<file path="src/source/fir_pkg.sv">
package fir_pkg;

    // Filter geometry
    localparam int FIR_NUM_TAPS    = 8;
    localparam int FIR_COEFF_WIDTH = 16;   // Q1.15 fractions, sum scaled by >>> 16
    localparam int FIR_ADDR_WIDTH  = 3;    // Selects one of eight taps
    localparam int FIR_GUARD_BITS  = 3;    // log2(8) headroom for the product sum

    // One signed coefficient
    typedef logic signed [FIR_COEFF_WIDTH-1:0] fir_coeff_t;

    // Preset selector
    typedef enum logic {
        FIR_LOW_PASS  = 1'b0,
        FIR_HIGH_PASS = 1'b1
    } fir_shape_e;

    // Tapered symmetric low-pass set, also the reset contents
    localparam fir_coeff_t FIR_LOW_PASS_TABLE [FIR_NUM_TAPS] = '{
        16'h0400, 16'h0800, 16'h0C00, 16'h1000,
        16'h1000, 16'h0C00, 16'h0800, 16'h0400
    };

    // Symmetric high-pass set, negative outer taps
    localparam fir_coeff_t FIR_HIGH_PASS_TABLE [FIR_NUM_TAPS] = '{
        16'hFC00, 16'hF800, 16'h0400, 16'h0800,
        16'h0800, 16'h0400, 16'hF800, 16'hFC00
    };

endpackage

</file>
<file path="src/source/fir_tap_line.sv">
`timescale 1ns/10ps

module fir_tap_line #(
    parameter int DATA_WIDTH = 16                   // Sample width
) (
    input  logic                                       clk,
    input  logic                                       rst_n,
    input  logic [DATA_WIDTH-1:0]                      data_in,      // New sample
    input  logic                                       data_valid,   // Qualifies data_in
    output logic [fir_pkg::FIR_NUM_TAPS*DATA_WIDTH-1:0] taps,        // Window, tap 0 newest
    output logic                                       window_valid  // New window this cycle
);

    import fir_pkg::*;

    // Delay line, slot 0 holds the latest sample
    logic [DATA_WIDTH-1:0] line_q [FIR_NUM_TAPS];

    // Shift only on a valid sample
    // Samples before reset count as zero, so the line is cleared
    always_ff @(posedge clk or negedge rst_n) begin
        if (!rst_n) begin
            for (int i = 0; i < FIR_NUM_TAPS; i++) begin
                line_q[i] <= '0;
            end
            window_valid <= 1'b0;
        end else begin
            window_valid <= data_valid;             // One cycle after the sampling edge
            if (data_valid) begin
                for (int i = FIR_NUM_TAPS-1; i > 0; i--) begin
                    line_q[i] <= line_q[i-1];       // Age every sample by one
                end
                line_q[0] <= data_in;
            end
        end
    end

    // Pack the window flat
    genvar k;
    generate
        for (k = 0; k < FIR_NUM_TAPS; k++) begin : g_taps
            assign taps[k*DATA_WIDTH +: DATA_WIDTH] = line_q[k];
        end
    endgenerate

    // A valid sample carries no X or Z into the window
    a_data_known : assert property (
        @(posedge clk) disable iff (!rst_n)
        data_valid |-> !$isunknown(data_in)
    ) else $error("data_in unknown while data_valid high");

endmodule

</file>
<file path="config.mk">
export PLATFORM = sky130hd
export DESIGN_NAME = fir_tap_line
export DESIGN_NICKNAME = d
export VERILOG_FILES = /design/src/source/fir_pkg.sv /design/src/source/fir_tap_line.sv
export SDC_FILE = /design/constraint.sdc
export NUM_CORES = 1
export LEC_CHECK = 0
export BUFFER_PORTS_ARGS = -buffer_cell sky130_fd_sc_hd__buf_2
export CORE_AREA = 2 2 107 109
export CTS_BUF_LIST = sky130_fd_sc_hd__clkbuf_8
export DETAILED_ROUTE_END_ITERATION = 12
export DIE_AREA = 0 0 109 111
export GPL_TIMING_DRIVEN = 0
export HOLD_SLACK_MARGIN = 0.1
export PLACE_DENSITY_LB_ADDON = 0.05
export RECOVER_POWER = 50
export SKIP_CTS_REPAIR_TIMING = 1
export SYNTH_ARGS = -nofsm -noshare
export SYNTH_HDL_FRONTEND = slang
export SYNTH_SLANG_ARGS = --single-unit
</file>
<file path="constraint.sdc">
create_clock -name clk -period 1 [get_ports clk]
set_input_delay 0.2 -clock clk [delete_from_list [all_inputs] [get_ports clk]]
set_output_delay 0.2 -clock clk [all_outputs]
set_load 0.02 [all_outputs]
</file>
==> qor.txt <==
============================================================================
Status ........................................................ finished with violations
Violations in the final reports ............................... negative hold slack, negative setup slack
H-tree levels .................................................            4
Worst setup EP type ........................................... primary output
Max Fclk ......................................................      822 MHz
Power share of the sequential group ...........................        39.6%
Final setup slack of the worst path ...........................    -0.217 ns
Yosys reg bits ................................................          129
Slew Viols, Final .............................................            0
Synth top area cells .......................................... dfrtp_1 (67%), mux2_2 (30%), clkbuf_8 (2.3%), buf_6 (1.4%)
Crit-path max FO ..............................................            3
Final hold violations .........................................           62
Slew headroom .................................................        41.9%
Pre-CTS WS ....................................................    -0.198 ns
Die height ....................................................       111 µm
CP top delay family ...........................................   flip-flops
Number of max-cap violations ..................................            0
Setup CP Type .................................................   reg -> out
# IOs .........................................................          148
Leakage power total ...........................................   0.00354 µW
Post-synth top area share .....................................        66.6%
Worst setup path startpoint ................................... taps[14]$_DFFE_PN0P_
CTS clock-pin slew for the worst setup and hold paths .........      0.07 ns
Detailed-placement wirelength estimate ........................      6780 µm
Residual DRC count ............................................            0
Global-route wire length before repair ........................     15000 µm
Seq/Total Area, Yosys .........................................        66.6%
Internal power of the cells ...................................     13600 µW
Total Nets Final ..............................................          528
Die Footprint .................................................   0.0121 mm²
R2r endpoint .................................................. taps[38]$_DFFE_PN0P_
Detailed-route wire length ....................................     10400 µm
IR drop worst, VDD ............................................    0.00129 V
Number of library cell types mapped by synthesis ..............            4
Share of the clock period used by the worst path ..............         122%
Worst setup SP type ...........................................     register
Final Power ...................................................     19800 µW
Detailed Route Iter0 Violations ...............................           87
Hold/Removal Path Class .......................................  in -> async
Largest stage delay on the critical path ......................      0.44 ns
Logic gate share of total power ...............................        38.1%
Net count after synthesis .....................................          290
Master of the slowest instance on the critical path ...........      dfrtp_1
Number of iterations in the first detailed-routing pass .......            4
Max clock buf depth ...........................................            2
Count of antenna-violating nets left after detailed routing ...            0
Post-route cell area ..........................................  0.00756 mm²
Placer's final routability congestion estimate ................        0.692
Pin count of the biggest net entering global routing ..........           68
Worst hold-check slack ........................................   -0.0973 ns
Area of the core ..............................................   0.0111 mm²
Slack of the worst reg-to-reg path ............................     -0.02 ns
RSZ-0062 raised after global routing ..........................          yes
Average wire per standard cell ................................      15.7 µm
Clock network latency to the later pin of the worst-skew pair .      0.42 ns
TritonCTS clock tree ..........................................          yes
# rows ........................................................           39
Post-synthesis instance total .................................          271
Net switching power ...........................................      6220 µW
TritonCTS sink count ..........................................          129
Power density normalized to cell area .........................  2620 mW/mm²
Post-layout min period ........................................      1.22 ns
Overall die width .............................................       109 µm
Cells along the critical path .................................        buf_6
Crit path arrival time ........................................      1.02 ns
Clock power share .............................................        22.3%
Number of setup violations in the final report ................          131
Maximum clock skew at final layout ............................   0.00575 ns
Tightest Pin Transition .......................................     0.871 ns
Warnings from Yosys ...........................................            0
Endpoint required time on the critical path ...................      0.80 ns
Area growth from synthesis to final layout ....................        56.1%
Share of layout cells above drive strength 1 ..................        71.3%
Count of input and output buffers .............................          147
All-layer global routing usage ................................        16.5%
Starting utilization of the core area .........................        43.8%
Placed instance area ..........................................  0.00580 mm²
Number of vias per cell after detailed routing ................         4.61
Cell type with the largest total area after synthesis .........      dfrtp_1
Post-Synthesis Mean Instance Area .............................     17.9 µm²
Via Count .....................................................         3058
Cell Count, Final, Fillers Out ................................          663
Net Sw Frac ...................................................        31.4%
Antenna violations before repair ..............................            0
Placed cells ..................................................          562
CTS root buffer ...............................................     clkbuf_8
Mapped cell area ..............................................  0.00485 mm²
TritonCTS buffer count ........................................           17
Global-route congestion overflow total ........................            0
Buf/Inv on CP .................................................            1
Crit path to ..................................................     taps[14]
Via count of the first global-routing pass ....................         2817
R2R Path Start ................................................ taps[22]$_DFFE_PN0P_
Reg2reg path depth ............................................            3
Cell count along the critical path ............................            1
Antenna diode count ...........................................            0
============================================================================
## worst reg2reg max path, cell delays in order (launching register included)
cell and delay, ns:
dfrtp_1 0.40, buf_4 0.14, buf_4 0.12, mux2_2 0.25
## layout make-up
class	count	area, µm²
plain buffers	14	178
clock buffers	23	317
clock inverters	7	82.6
fillers	818	3510
multi-input cells	128	1440
flip-flops and latches	129	3230
well taps	143	179
repair buffers	219	2140
## stage by stage
| stage | setup TNS [ns] | util [%] |
|---|---|---|
| after CTS | -26.36 | 55.9 |
| after global placement | -265.70 | 52.0 |
| after detailed placement | -19.06 | 52.3 |
| after floorplan | 0 | - |
| final | -20.64 | 68.3 |
| after global routing | -27.86 | 68.3 |
## registers in the layout, indices dropped and copies added (netlist names)
signal        flops
window_valid      1
taps            128
## power groups by stage
stage | clock network (µW) | logic [µW] | registers [µW]
floorplan | 0 | 1410 | 9260
global placement | 0 | 4970 | 7610
detailed placement | 0 | 5050 | 7690
CTS | 4530 | 5060 | 7590
global route | 4760 | 7970 | 8020
finish | 4410 | 7540 | 7840
## cells by family (layout without fill, tap and decap cells)
| family | after synthesis | in the layout | share of synthesized area (%) |
|---|---|---|---|
| buffers and inverters | 14 | 263 | 3.67 |
| DFF | 129 | 129 | 66.6 |
| muxes | 128 | 128 | 29.7 |
## synth_stat cells
library cell,n
clkbuf_8,8
buf_6,6
dfrtp_1,129
mux2_2,128
## layer usage
layer  GRT usage [%]  part of all wire, %  wire length (µm)  vias up
met3            6.70                  6.3               650        8
met1            21.3                   43              4430     1525
met5               0                0.048                 5        -
li1                -                    -                 -     1430
met4            5.90                 0.90                94        2
met2            25.2                   50              5220       93
## cell usage in the layout, fill, tap and decap left out
cell	netlist	layout
buf_12	0	1
buf_2	0	16
buf_4	0	54
buf_6	6	135
bufinv_16	0	2
clkbuf_1	0	1
clkbuf_4	0	1
clkbuf_8	8	31
clkinv_2	0	3
dfrtp_1	129	129
dlygate4sd3_1	0	17
inv_1	0	2
mux2_2	128	128
## worst min path at each step
stage	slack [ns]	startpoint	depth (start not counted)	to
final	-0.1	rst_n	1	taps[114]$_DFFE_PN0P_
after global routing	-0.06	rst_n	1	taps[96]$_DFFE_PN0P_
after CTS	-0.24	rst_n	1	taps[114]$_DFFE_PN0P_
after detailed placement	0.22	rst_n	1	taps[114]$_DFFE_PN0P_
after global placement	0.37	data_valid	1	window_valid$_DFF_PN0_
after floorplan	-0.1	rst_n	0	taps[0]$_DFFE_PN0P_
Power figures use the tool's default switching activity.
