$ cat config.mk
export PLATFORM = sky130hd
export DESIGN_NAME = fir_coeff_regs
export DESIGN_NICKNAME = d
export VERILOG_FILES = /design/src/source/fir_pkg.sv /design/src/source/fir_coeff_regs.sv
export SDC_FILE = /design/constraint.sdc
export NUM_CORES = 1
export LEC_CHECK = 0
export BUFFER_PORTS_ARGS = -buffer_cell sky130_fd_sc_hd__buf_2
export CAP_MARGIN = 15
export CORE_MARGIN = 5
export CORE_UTILIZATION = 35
export DETAILED_ROUTE_END_ITERATION = 16
export PLACE_DENSITY = 0.55
export SLEW_MARGIN = 20
export SYNTH_ARGS = -nofsm -noshare
export SYNTH_HDL_FRONTEND = slang
export SYNTH_SLANG_ARGS = --single-unit
$ cat constraint.sdc
create_clock -name clk -period 1.95 [get_ports clk]
set_clock_uncertainty 0.2 [all_clocks]
set_input_delay 0.195 -clock clk [delete_from_list [all_inputs] [get_ports clk]]
set_output_delay 0.195 -clock clk [all_outputs]
set_load 0.01 [all_outputs]
$ cat src/source/fir_pkg.sv
package fir_pkg;

    // Filter geometry
    localparam int FIR_NUM_TAPS    = 8;
    localparam int FIR_COEFF_WIDTH = 16;   // Q1.15 fractions, sum scaled by >>> 16
    localparam int FIR_ADDR_WIDTH  = 3;    // Selects one of eight taps
    localparam int FIR_GUARD_BITS  = 3;    // log2(8) headroom for the product sum

    // One signed coefficient
    typedef logic signed [FIR_COEFF_WIDTH-1:0] fir_coeff_t;

    // Preset selector
    typedef enum logic {
        FIR_LOW_PASS  = 1'b0,
        FIR_HIGH_PASS = 1'b1
    } fir_shape_e;

    // Tapered symmetric low-pass set, also the reset contents
    localparam fir_coeff_t FIR_LOW_PASS_TABLE [FIR_NUM_TAPS] = '{
        16'h0400, 16'h0800, 16'h0C00, 16'h1000,
        16'h1000, 16'h0C00, 16'h0800, 16'h0400
    };

    // Symmetric high-pass set, negative outer taps
    localparam fir_coeff_t FIR_HIGH_PASS_TABLE [FIR_NUM_TAPS] = '{
        16'hFC00, 16'hF800, 16'h0400, 16'h0800,
        16'h0800, 16'h0400, 16'hF800, 16'hFC00
    };

endpackage

$ cat src/source/fir_coeff_regs.sv
`timescale 1ns/10ps

module fir_coeff_regs (
    input  logic                                 clk,
    input  logic                                 rst_n,
    // Single-tap write port
    input  logic                                 coeff_wr,          // One-cycle write strobe
    input  logic [fir_pkg::FIR_ADDR_WIDTH-1:0]   coeff_addr,        // Write and readback address
    input  fir_pkg::fir_coeff_t                  coeff_wdata,
    // Preset load
    input  logic                                 coeff_preset,      // One-cycle load strobe
    input  fir_pkg::fir_shape_e                  coeff_preset_sel,
    // Readback and filter side
    output fir_pkg::fir_coeff_t                  coeff_rdata,
    output logic [fir_pkg::FIR_NUM_TAPS*fir_pkg::FIR_COEFF_WIDTH-1:0] coeffs
);

    import fir_pkg::*;

    // Coefficient storage, index 0 pairs with the newest sample
    fir_coeff_t bank [FIR_NUM_TAPS];

    // Preset table chosen by the selector
    fir_coeff_t preset_tbl [FIR_NUM_TAPS];

    always_comb begin
        case (coeff_preset_sel)
            FIR_LOW_PASS:  preset_tbl = FIR_LOW_PASS_TABLE;
            FIR_HIGH_PASS: preset_tbl = FIR_HIGH_PASS_TABLE;
            default:       preset_tbl = FIR_LOW_PASS_TABLE;   // Unknown select falls back
        endcase
    end

    // Bank update
    // Preset wins over a write, though the two never coincide
    always_ff @(posedge clk or negedge rst_n) begin
        if (!rst_n) begin
            for (int i = 0; i < FIR_NUM_TAPS; i++) begin
                bank[i] <= FIR_LOW_PASS_TABLE[i];   // Come up as low-pass
            end
        end else if (coeff_preset) begin
            for (int i = 0; i < FIR_NUM_TAPS; i++) begin
                bank[i] <= preset_tbl[i];           // Whole bank in one edge
            end
        end else if (coeff_wr) begin
            bank[coeff_addr] <= coeff_wdata;        // Only the addressed tap
        end
    end

    // Combinational readback of the addressed tap
    assign coeff_rdata = bank[coeff_addr];

    // Flat view for the product stage, tap k in slice k
    genvar k;
    generate
        for (k = 0; k < FIR_NUM_TAPS; k++) begin : g_flat
            assign coeffs[k*FIR_COEFF_WIDTH +: FIR_COEFF_WIDTH] = bank[k];
        end
    endgenerate

    // Host never issues a preset and a single-tap write together
    a_no_wr_during_preset : assert property (
        @(posedge clk) disable iff (!rst_n)
        !(coeff_wr && coeff_preset)
    ) else $error("coeff_wr and coeff_preset both high");

endmodule

==> results.md, run 1 <==
* Largest delay share family, worst path: multiplexers
* Yosys warning count at 0
* Register area share after synthesis at 50.1%
* Hold WS at 0.126 ns
* CP Launch Type: register
* Chip height at 145 um
* Mapped Cells at 633
* Worst IR Drop VDD at 0.546 mV
* GR met3 Demand/Resource at 6.48%
* Area after DPL at 0.00764 mm2
* Period utilisation layout at 109%
* Fillers at 1669
* Cts bufs inserted at 17
* Largest register FFs at 128
* Worst setup path class: register to output pin
* ANT nets after route at 0
* Grt met1 use at 27.7%
* Vias in the first global route at 6184
* Hold Fails Final Rpt at 0
* Max_cap viols at 0
* Core Region at 0.0180 mm2
* CTS tree: built
* Failing checks: negative setup slack
* Cell area after synthesis at 0.00642 mm2
* Clock Latency Late Sink at 0.41 ns
* Tightest Pin Transition at 0.570 ns
* Crit-path max cell delay at 0.49 ns
* First-pass GRT wire length at 36.9 mm
* Worst Setup End Kind: output pin
* Post-detail-place hpwl at 16.9 mm
* FMAX at 0.469 GHz
* GPL Wtd Cong at 0.920
* CTS H-Tree Depth at 4
* GRT Overall Usage at 22.4%
* WL/cell at 21.0 um
* Post-Syn Area per Cell at 10.1 um2
* Unrepaired setup endpoints after global routing: true
* Initial antenna violation count at 0
* Clk sinks at 128
* Run status: finished with violations
* GRT Residual Overflow at 0
* R2r startpoint: coeffs[124]$_DFFE_PN0P_
* Synth cell types at 38
* Initial Utilization at 35.6%
* Worst path arrival time at 1.74 ns
* Area leader, netlist: dfrtp_1
* Die width at 145 um
* Critical path, cell by cell: mux4_2 -> mux2_4 -> buf_6
* Commonest non-fill, non-tap cell in the layout: nand2_1
* Site row count at 49
* Critical Path RT at 1.55 ns
* Hold Crit Class: input port to async pin
* Global-route met2 utilization at 37.5%
* Top post-synthesis cells by area: dfrtp_1 (46%), nand2_1 (12%), a21oi_1 (7.6%)
* Worst r2r path cells at 4
* Iteration-0 DRC Markers at 611
* Residual DRC count at 0
* Drt total wl at 24.1 mm
* Largest net degree at the start of global routing at 47
* Seq cells post-synth at 128
* CP bufs+invs at 1
* Die area at 0.0211 mm2
* Via Count at 6078
* Syn Nets at 657
* Post-synthesis async set-or-reset flop share at 100%
* Place WS at -0.0268 ns
* Power Density at 745 mW/mm2
* Setup ws final at -0.184 ns
* Root Driver: clkbuf_16
* Primary FF master, synth: dfrtp_1
* Reg2reg end: coeffs[124]$_DFFE_PN0P_
* Clock transition at path regs at 0.06 ns
* Yosys top cell area share at 46.0%
* Total power at 6.80 mW
* Slowest-stage cell, CP: mux4_2
* Final setup vio count at 15
* Layout Utilization at 50.6%
* R2R setup slack at 0.71 ns
* Drt first pass iters at 5
* Static Leak at 4.36 nW
* Area grow syn2layout at 42.1%
* Final net count at 929
* I/O pin cnt at 168
* Port bufs at 167
* Worst slew margin at 62.0%
* GRT busiest layer: met2
* Design area at 0.00912 mm2
* Max-slew violation count at 0
* Clock buffer depth at 2
* Share of cells above drive strength 1 at 43.0%
* Drt via density at 5.29
* Worst-path maximum fanout at 2
* Most frequent cells in the layout: nand2_1 (208), buf_2 (151), buf_4 (128)
* Number of flops mapped to enable cells by yosys at 0
* Tmin final at 2.13 ns
[final cells by class]
| type | count | area, um2 | area share (%) |
|---|---|---|---|
| well taps | 229 | 287 | 3.14 |
| inverters | 1 | 3.75 | 0.0412 |
| flip-flops and latches | 128 | 3220 | 35.3 |
| multi-input cells | 437 | 2820 | 30.9 |
| repair buffers | 320 | 2230 | 24.5 |
| clock inverters | 11 | 88.8 | 0.974 |
| clock buffers | 21 | 460 | 5.05 |
| diodes | 1 | 2.50 | 0.0274 |
[how the worst max path moves through the flow]
stage	cells past startpoint	slack, ns	end	startpoint
after CTS	3	-0.21	coeff_rdata[1]	coeffs[113]$_DFFE_PN0P_
after detailed placement	5	-0.03	coeff_rdata[1]	coeff_addr[0]
after global placement	5	-0.02	coeff_rdata[2]	coeff_addr[0]
after floorplan	4	0.28	coeff_rdata[1]	coeff_addr[0]
final	3	-0.18	coeff_rdata[5]	coeffs[85]$_DFFE_PN0P_
after global routing	3	-0.23	coeff_rdata[1]	coeffs[113]$_DFFE_PN0P_
[what timing repair did]
action,4_1_cts,5_1_grt
setup buffers,74,12
resized for setup,33,10
endpoints found under the setup margin,15,16
hold buffers,19,0
hold endpoints to repair,229,0
[routing by layer]
layer,vias up,part of all wire (%)
met2,312,50
met4,0,3.1
met5,-,0
met1,2980,38
met3,42,9.0
li1,2744,-
[cell usage after synthesis (3+ instances only)]
| library cell | count |
|---|---|
| a221oi_1 | 4 |
| mux4_2 | 16 |
| nor3_1 | 24 |
| a21oi_1 | 98 |
| a211oi_1 | 20 |
| dfstp_2 | 10 |
| buf_6 | 7 |
| mux4_1 | 14 |
| nand2_1 | 208 |
| dfrtp_1 | 118 |
| mux2_2 | 15 |
| buf_4 | 12 |
| nand3b_1 | 6 |
| buf_2 | 31 |
| nor2_1 | 5 |
| and4b_1 | 3 |
| clkbuf_1 | 15 |
[kinds of logic after synthesis]
group                  count (synthesis)  synth area share (%)
AO/OA/AOI/OAI                        126                  11.0
multiplexers                          47                  14.3
buffers and inverters                 68                  6.10
AND/OR/NAND/NOR                      264                  18.5
flip-flops                           128                  50.1
[through the flow]
stage          TNS [ns]  std cells
4_1_cts           -2.59       1135
5_1_grt           -2.92       1147
3_3_place_gp    -0.0521       1010
2_1_floorplan         0        633
6_report          -2.31       1148
3_5_place_dp    -0.0937       1010
[power breakdown]
group          internal (mW)  switching (mW)  total (mW)
combinational          0.457           0.530       0.986
clock                   1.80            1.16        2.96
sequential              2.76          0.0829        2.85
Power figures use the tool's default switching activity.
==> inputs of run 2 (changes only) <==
--- a/config.mk
+++ b/config.mk
@@ -5,8 +5,9 @@
 export SDC_FILE = /design/constraint.sdc
 export NUM_CORES = 1
 export LEC_CHECK = 0
+export ABC_AREA = 1
 export BUFFER_PORTS_ARGS = -buffer_cell sky130_fd_sc_hd__buf_2
-export CAP_MARGIN = 15
+export CAP_MARGIN = 20
 export CORE_MARGIN = 5
 export CORE_UTILIZATION = 35
 export DETAILED_ROUTE_END_ITERATION = 16
==> results.md, run 2 <==
* Residual DRC count at 0 (unchanged)
* Post-CTS sizing at 0 (-100%)
* ANT nets after route at 0 (unchanged)
* Setup ws final at 0.0718 ns (+0.256 ns)
* Most frequent cells in the layout: nand2_1 (441), buf_2 (166), nand3_1 (141)
* Setup TNS at 0 ns (+2.31 ns)
* Power Density at 781 mW/mm2 (+4.8%)
* Initial antenna violation count at 0 (unchanged)
* Tmin final at 1.88 ns (-0.256 ns)
* Period utilisation layout at 96.3% (-13 points)
* Layout Utilization at 46.4% (-4.1 points)
* Hold Fails Final Rpt at 0 (unchanged)
* Die area at 0.0218 mm2 (+3.1%)
* Fillers at 1918 (+15%)
* CP bufs+invs at 1 (unchanged)
* Tightest Pin Transition at 0.715 ns (+0.144 ns)
* Port bufs at 167 (unchanged)
* Synth top cells by count: nand2_1 (441), nand3_1 (141), dfrtp_1 (118)
* Vias in the first global route at 6523 (+5.5%)
* Cell area after synthesis at 0.00663 mm2 (+3.3%)
* Drt total wl at 24.2 mm (+0.36%)
* Root Driver: clkbuf_16
* Static Leak at 4.85 nW (+11%)
* Top-count cell post-synth: nand2_1
* CP Launch Type: register
* Worst path arrival time at 1.48 ns (-0.26 ns)
* Cts bufs inserted at 17 (unchanged)
* Share of cells above drive strength 1 at 23.9% (-19 points)
* Hold Crit Class: input port to register
* Hold WS at 0.0183 ns (-0.108 ns)
* Worst setup path class: register to output pin
* Primary FF master, synth: dfrtp_1
* Site row count at 50 (+2.0%)
* Area after DPL at 0.00794 mm2 (+3.9%)
* Largest register FFs at 128 (unchanged)
* Largest net degree at the start of global routing at 65 (+38%)
* Design area at 0.00868 mm2 (-4.7%)
* Diodes inserted at 0 (-1)
* Post-synthesis async set-or-reset flop share at 100% (unchanged)
* Syn Nets at 946 (+44%)
* GPL Wtd Cong at 0.869 (-5.6%)
* Chip height at 148 um (+1.5%)
* Place WS at 0.181 ns (+0.208 ns)
* I/O pin cnt at 168 (unchanged)
* Clk sinks at 128 (unchanged)
* Slowest-stage cell, CP: dfstp_2
* Post-Syn Area per Cell at 7.19 um2 (-29%)
* Worst-path maximum fanout at 3 (+1)
* First-pass GRT wire length at 38.2 mm (+3.5%)
* Final setup vio count at 0 (-15)
* Seq cells post-synth at 128 (unchanged)
* Finished Layout Cells at 1355 (+18%)
* Crit-path max cell delay at 0.54 ns (+0.05 ns)
* Commonest non-fill, non-tap cell in the layout: nand2_1
* Total power at 6.78 mW (-0.20%)
* Die width at 148 um (+1.5%)
* Max-slew violation count at 0 (unchanged)
* Area leader, netlist: dfrtp_1
* Yosys warning count at 0 (unchanged)
* Run status: finished clean
* Mapped Cells at 922 (+46%)
* Final net count at 1132 (+22%)
* Core Region at 0.0187 mm2 (+3.8%)
* CTS tree: built
* GRT Overall Usage at 22.4% (-0.031 points)
* Drt via density at 5.06 (-4.5%)
* Initial Utilization at 35.4% (-0.16 points)
* Via Count at 6852 (+13%)
* GRT Residual Overflow at 0 (unchanged)
* Drt first pass iters at 5 (unchanged)
* CTS H-Tree Depth at 4 (unchanged)
* # placed instances at 1303 (+29%)
* Yosys top cell area share at 44.6% (-1.5 points)
* Register area share after synthesis at 48.5% (-1.6 points)
* Critical path, cell by cell: nand2_1 -> nand2_1 -> nand2_1 -> nand2_1 -> nand2_1 -> nand2_1 -> buf_2
* Clock buffer depth at 2 (unchanged)
* Worst Setup End Kind: output pin
* Area grow syn2layout at 31.0%
* Iteration-0 DRC Markers at 611 (unchanged)
* Critical Path RT at 1.55 ns (about the same)
* Top post-synthesis cells by area: dfrtp_1 (45%), nand2_1 (25%), nand3_1 (11%)
* Largest delay share family, worst path: flip-flops
* Clock transition at path regs at 0.05 ns (about the same)
* Clock Latency Late Sink at 0.42 ns (about the same)
* Unrepaired setup endpoints after global routing: false
* Max_cap viols at 0 (unchanged)
* Synth cell types at 19 (-50%)
* Crit path top cell by count: nand2_1
* FMAX at 0.532 GHz (+14%)
* WL/cell at 17.8 um (-15%)
* Post-detail-place hpwl at 17.3 mm (+2.2%)
* Number of flops mapped to enable cells by yosys at 0 (unchanged)
* Worst IR Drop VDD at 0.661 mV (+21%)
* Worst slew margin at 52.3% (-9.7 points)
-- run 2: worst register-to-register path, stage by stage (launching register included) --
cell     delay (ns)
dfstp_2        0.54
buf_4          0.12
nand3_1        0.07
nand2_1        0.09
-- run 2: kinds of logic after synthesis --
group,share of synthesized area (%)
buffers and inverters,5.51
AO/OA/AOI/OAI,7.78
flip-flops,48.5
AND/OR/NAND/NOR,38.2
-- run 2: timing repair --
| action | 4_1_cts | 5_1_grt |
|---|---|---|
| endpoints found under the setup margin | 0 | 2 |
| setup buffers | 0 | 3 |
| hold endpoints to repair | 152 | 0 |
| hold buffers | 17 | 0 |
-- run 2: per-layer routing --
metal  GRT usage (%)  vias to the layer above  share of wire, %  routed length (um)
li1                -                     3361                 -                   -
met1            33.1                     3205                48               11700
met2            32.7                      256                44               10600
met3            5.03                       30               6.1                1480
met4            6.62                        0               1.8                 435
met5               0                        -                 0                   0
-- run 2: report_power, final --
group	internal (mW)	switching, mW	total (mW)
Clock	1.82	1.19	3.00
Sequential	2.77	0.0948	2.86
Combinational	0.322	0.594	0.916
Total	4.91	1.88	6.78
-- run 2: layout make-up --
cell class / count / area [um2] / share of cell area [%]
Clock buffer: 23 / 468 / 5.39
Clock inverter: 9 / 85.1 / 0.980
Inverter: 12 / 47.5 / 0.547
Multi-Input combinational cell: 714 / 3050 / 35.1
Sequential cell: 128 / 3220 / 37.0
Tap cell: 234 / 293 / 3.37
Timing Repair Buffer: 235 / 1530 / 17.6
-- run 2: final timing paths --
| path | from | endpoint | slack (ns) | depth (start not counted) |
|---|---|---|---|---|
| min in group asynchronous | rst_n | coeffs[18]$_DFFE_PN0P_ | 0.13 | 3 |
| worst min register to register | coeffs[122]$_DFFE_PN1P_ | coeffs[122]$_DFFE_PN1P_ | 0.29 | 2 |
| worst max-delay path | coeffs[10]$_DFFE_PN1P_ | coeff_rdata[10] | 0.07 | 7 |
| max in group asynchronous | rst_n | coeffs[116]$_DFFE_PN0P_ | 0.98 | 3 |
| worst min-delay path | coeff_wdata[13] | coeffs[13]$_DFFE_PN0P_ | 0.02 | 7 |
| worst max register to register | coeffs[76]$_DFFE_PN1P_ | coeffs[76]$_DFFE_PN1P_ | 0.88 | 3 |
==> inputs of run 3 (changes only) <==
==> constraint.sdc (replaced) <==
create_clock -name clk -period 2.1 [get_ports clk]
set_clock_uncertainty 0.2 [all_clocks]
set_input_delay 0.21 -clock clk [delete_from_list [all_inputs] [get_ports clk]]
set_output_delay 0.21 -clock clk [all_outputs]
set_load 0.01 [all_outputs]
==> results.md, run 3 (synthesis results as in run 2) <==
* Run status: finished clean
* Period utilisation layout at 89.6%
* FMAX at 0.532 GHz
* Tightest Pin Transition at 0.685 ns (-0.0297 ns)
* Worst slew margin at 54.3% (+2.0 points)
* Port bufs at 167 (unchanged)
* I/O pin cnt at 168 (unchanged)
* Worst setup path class: register to output pin
* Max-slew violation count at 0 (unchanged)
* Drt via density at 5.10 (+0.92%)
* GRT Overall Usage at 22.1% (-0.27 points)
* Clock Latency Late Sink at 0.42 ns (about the same)
* Core Region at 0.0187 mm2 (unchanged)
* Commonest non-fill, non-tap cell in the layout: nand2_1
* Final net count at 1124 (-0.71%)
* Diodes inserted at 0 (unchanged)
* CTS H-Tree Depth at 4 (unchanged)
* First-pass GRT wire length at 37.7 mm (-1.3%)
* Cts bufs inserted at 17 (unchanged)
* ANT nets after route at 0 (unchanged)
* GPL Wtd Cong at 0.853 (-1.9%)
* Chip height at 148 um (unchanged)
* Die width at 148 um (unchanged)
* Static Leak at 4.83 nW (-0.41%)
* Hold Crit Class: input port to register
* WL/cell at 17.8 um (-0.22%)
* Largest net degree at the start of global routing at 63 (-3.1%)
* Worst path arrival time at 1.47 ns (about the same)
* Power Density at 765 mW/mm2 (-2.0%)
* Drt first pass iters at 5 (unchanged)
* CP Launch Type: register
* Die area at 0.0218 mm2 (unchanged)
* Post-CTS setup buffer count at 0 (unchanged)
* Final setup vio count at 0 (unchanged)
* Post-detail-place hpwl at 17.2 mm (-0.10%)
* Post-cts hold buffer count at 15 (-2)
* Most frequent cells in the layout: nand2_1 (441), buf_2 (166), nand3_1 (141)
* Iteration-0 DRC Markers at 614 (+0.49%)
* Fillers at 1948 (+1.6%)
* Via Count at 6869 (+0.25%)
* Vias in the first global route at 6496 (-0.41%)
* Post-CTS sizing at 0 (unchanged)
* Initial Utilization at 35.4% (unchanged)
* Clock transition at path regs at 0.06 ns (about the same)
* Clk sinks at 128 (unchanged)
* Area grow syn2layout at 30.4%
* CTS tree: built
* Unrepaired setup endpoints after global routing: false
* Place WS at 0.281 ns (+0.100 ns)
* Hold Fails Final Rpt at 0 (unchanged)
* Site row count at 50 (unchanged)
* GRT Residual Overflow at 0 (unchanged)
* Setup TNS at 0 ns (unchanged)
* Critical Path RT at 1.69 ns (+0.14 ns)
* Worst Setup End Kind: output pin
* Max_cap viols at 0 (unchanged)
* Setup ws final at 0.219 ns (+0.148 ns)
* Initial antenna violation count at 0 (unchanged)
* Total power at 6.62 mW (-2.5%)
* Share of cells above drive strength 1 at 23.8% (-0.076 points)
* Root Driver: clkbuf_16
* Worst-path maximum fanout at 3 (unchanged)
* Worst IR Drop VDD at 0.544 mV (-18%)
* Clock buffer depth at 2 (unchanged)
* Drt total wl at 24.0 mm (-0.88%)
* Residual DRC count at 0 (unchanged)
* Tmin final at 1.88 ns
* Largest register FFs at 128 (unchanged)
[run 3: cell count changes in the layout (fill, tap and decap cells not counted), sizes merged]
cell and delta:
buf -6, clkbuf -5, bufinv +3, dlygate4sd3 -2, inv +1
[run 3: worst max-delay path, stage by stage (launching register included)]
cell and delay [ns]:
dfstp_2 0.54, nand2_1 0.06, nand2_1 0.11, nand2_1 0.06, nand2_1 0.06, nand2_1 0.05
nand2_1 0.07, buf_2 0.12
[run 3: report_power, final]
group	total [mW]	switching [mW]	internal, mW
Sequential	2.66	0.0898	2.57
Clock	3.14	1.12	2.01
Combinational	0.819	0.542	0.277
Total	6.62	1.75	4.86
[run 3: final cells by class]
cell class                      instances  area (um2)  share of cell area [%]
Clock inverter                         13         188                    2.17
Sequential cell                       128        3220                    37.2
Tap cell                              234         293                    3.39
Inverter                               12        47.5                   0.550
Multi-Input combinational cell        714        3050                    35.2
Clock buffer                           18         439                    5.08
Timing Repair Buffer                  227        1410                    16.4
[run 3: layer usage]
metal | GRT usage (%) | up-vias | share of wire (%)
li1 | - | 3355 | -
met1 | 32.7 | 3218 | 47
met2 | 32.4 | 269 | 44
met3 | 4.60 | 27 | 7.3
met4 | 7.04 | 0 | 1.9
met5 | 0 | - | 0
[run 3: final timing paths]
check                                         from                       to  slack, ns  depth (start not counted)
hold / removal                     coeff_wdata[13]   coeffs[29]$_DFFE_PN0P_       0.02                          7
setup / recovery            coeffs[76]$_DFFE_PN1P_          coeff_rdata[12]       0.22                          7
setup reg to reg            coeffs[90]$_DFFE_PN1P_   coeffs[90]$_DFFE_PN1P_       1.11                          2
hold reg to reg            coeffs[122]$_DFFE_PN1P_  coeffs[122]$_DFFE_PN1P_       0.29                          2
max in group asynchronous                    rst_n  coeffs[107]$_DFFE_PN1P_       1.05                          3
min in group asynchronous                    rst_n    coeffs[2]$_DFFE_PN0P_       0.04                          2
[run 3: through the flow]
stage	hold WS [ns]	std cells	instance area [um2]	utilization (%)
after global placement	-0.0583	1300	7870	42.1
after detailed placement	-0.0594	1300	7870	42.1
after floorplan	-0.286	922	6630	-
after global routing	0.0342	1346	8640	46.2
final	0.0172	1346	8640	46.2
after CTS	0.00237	1346	8640	46.2
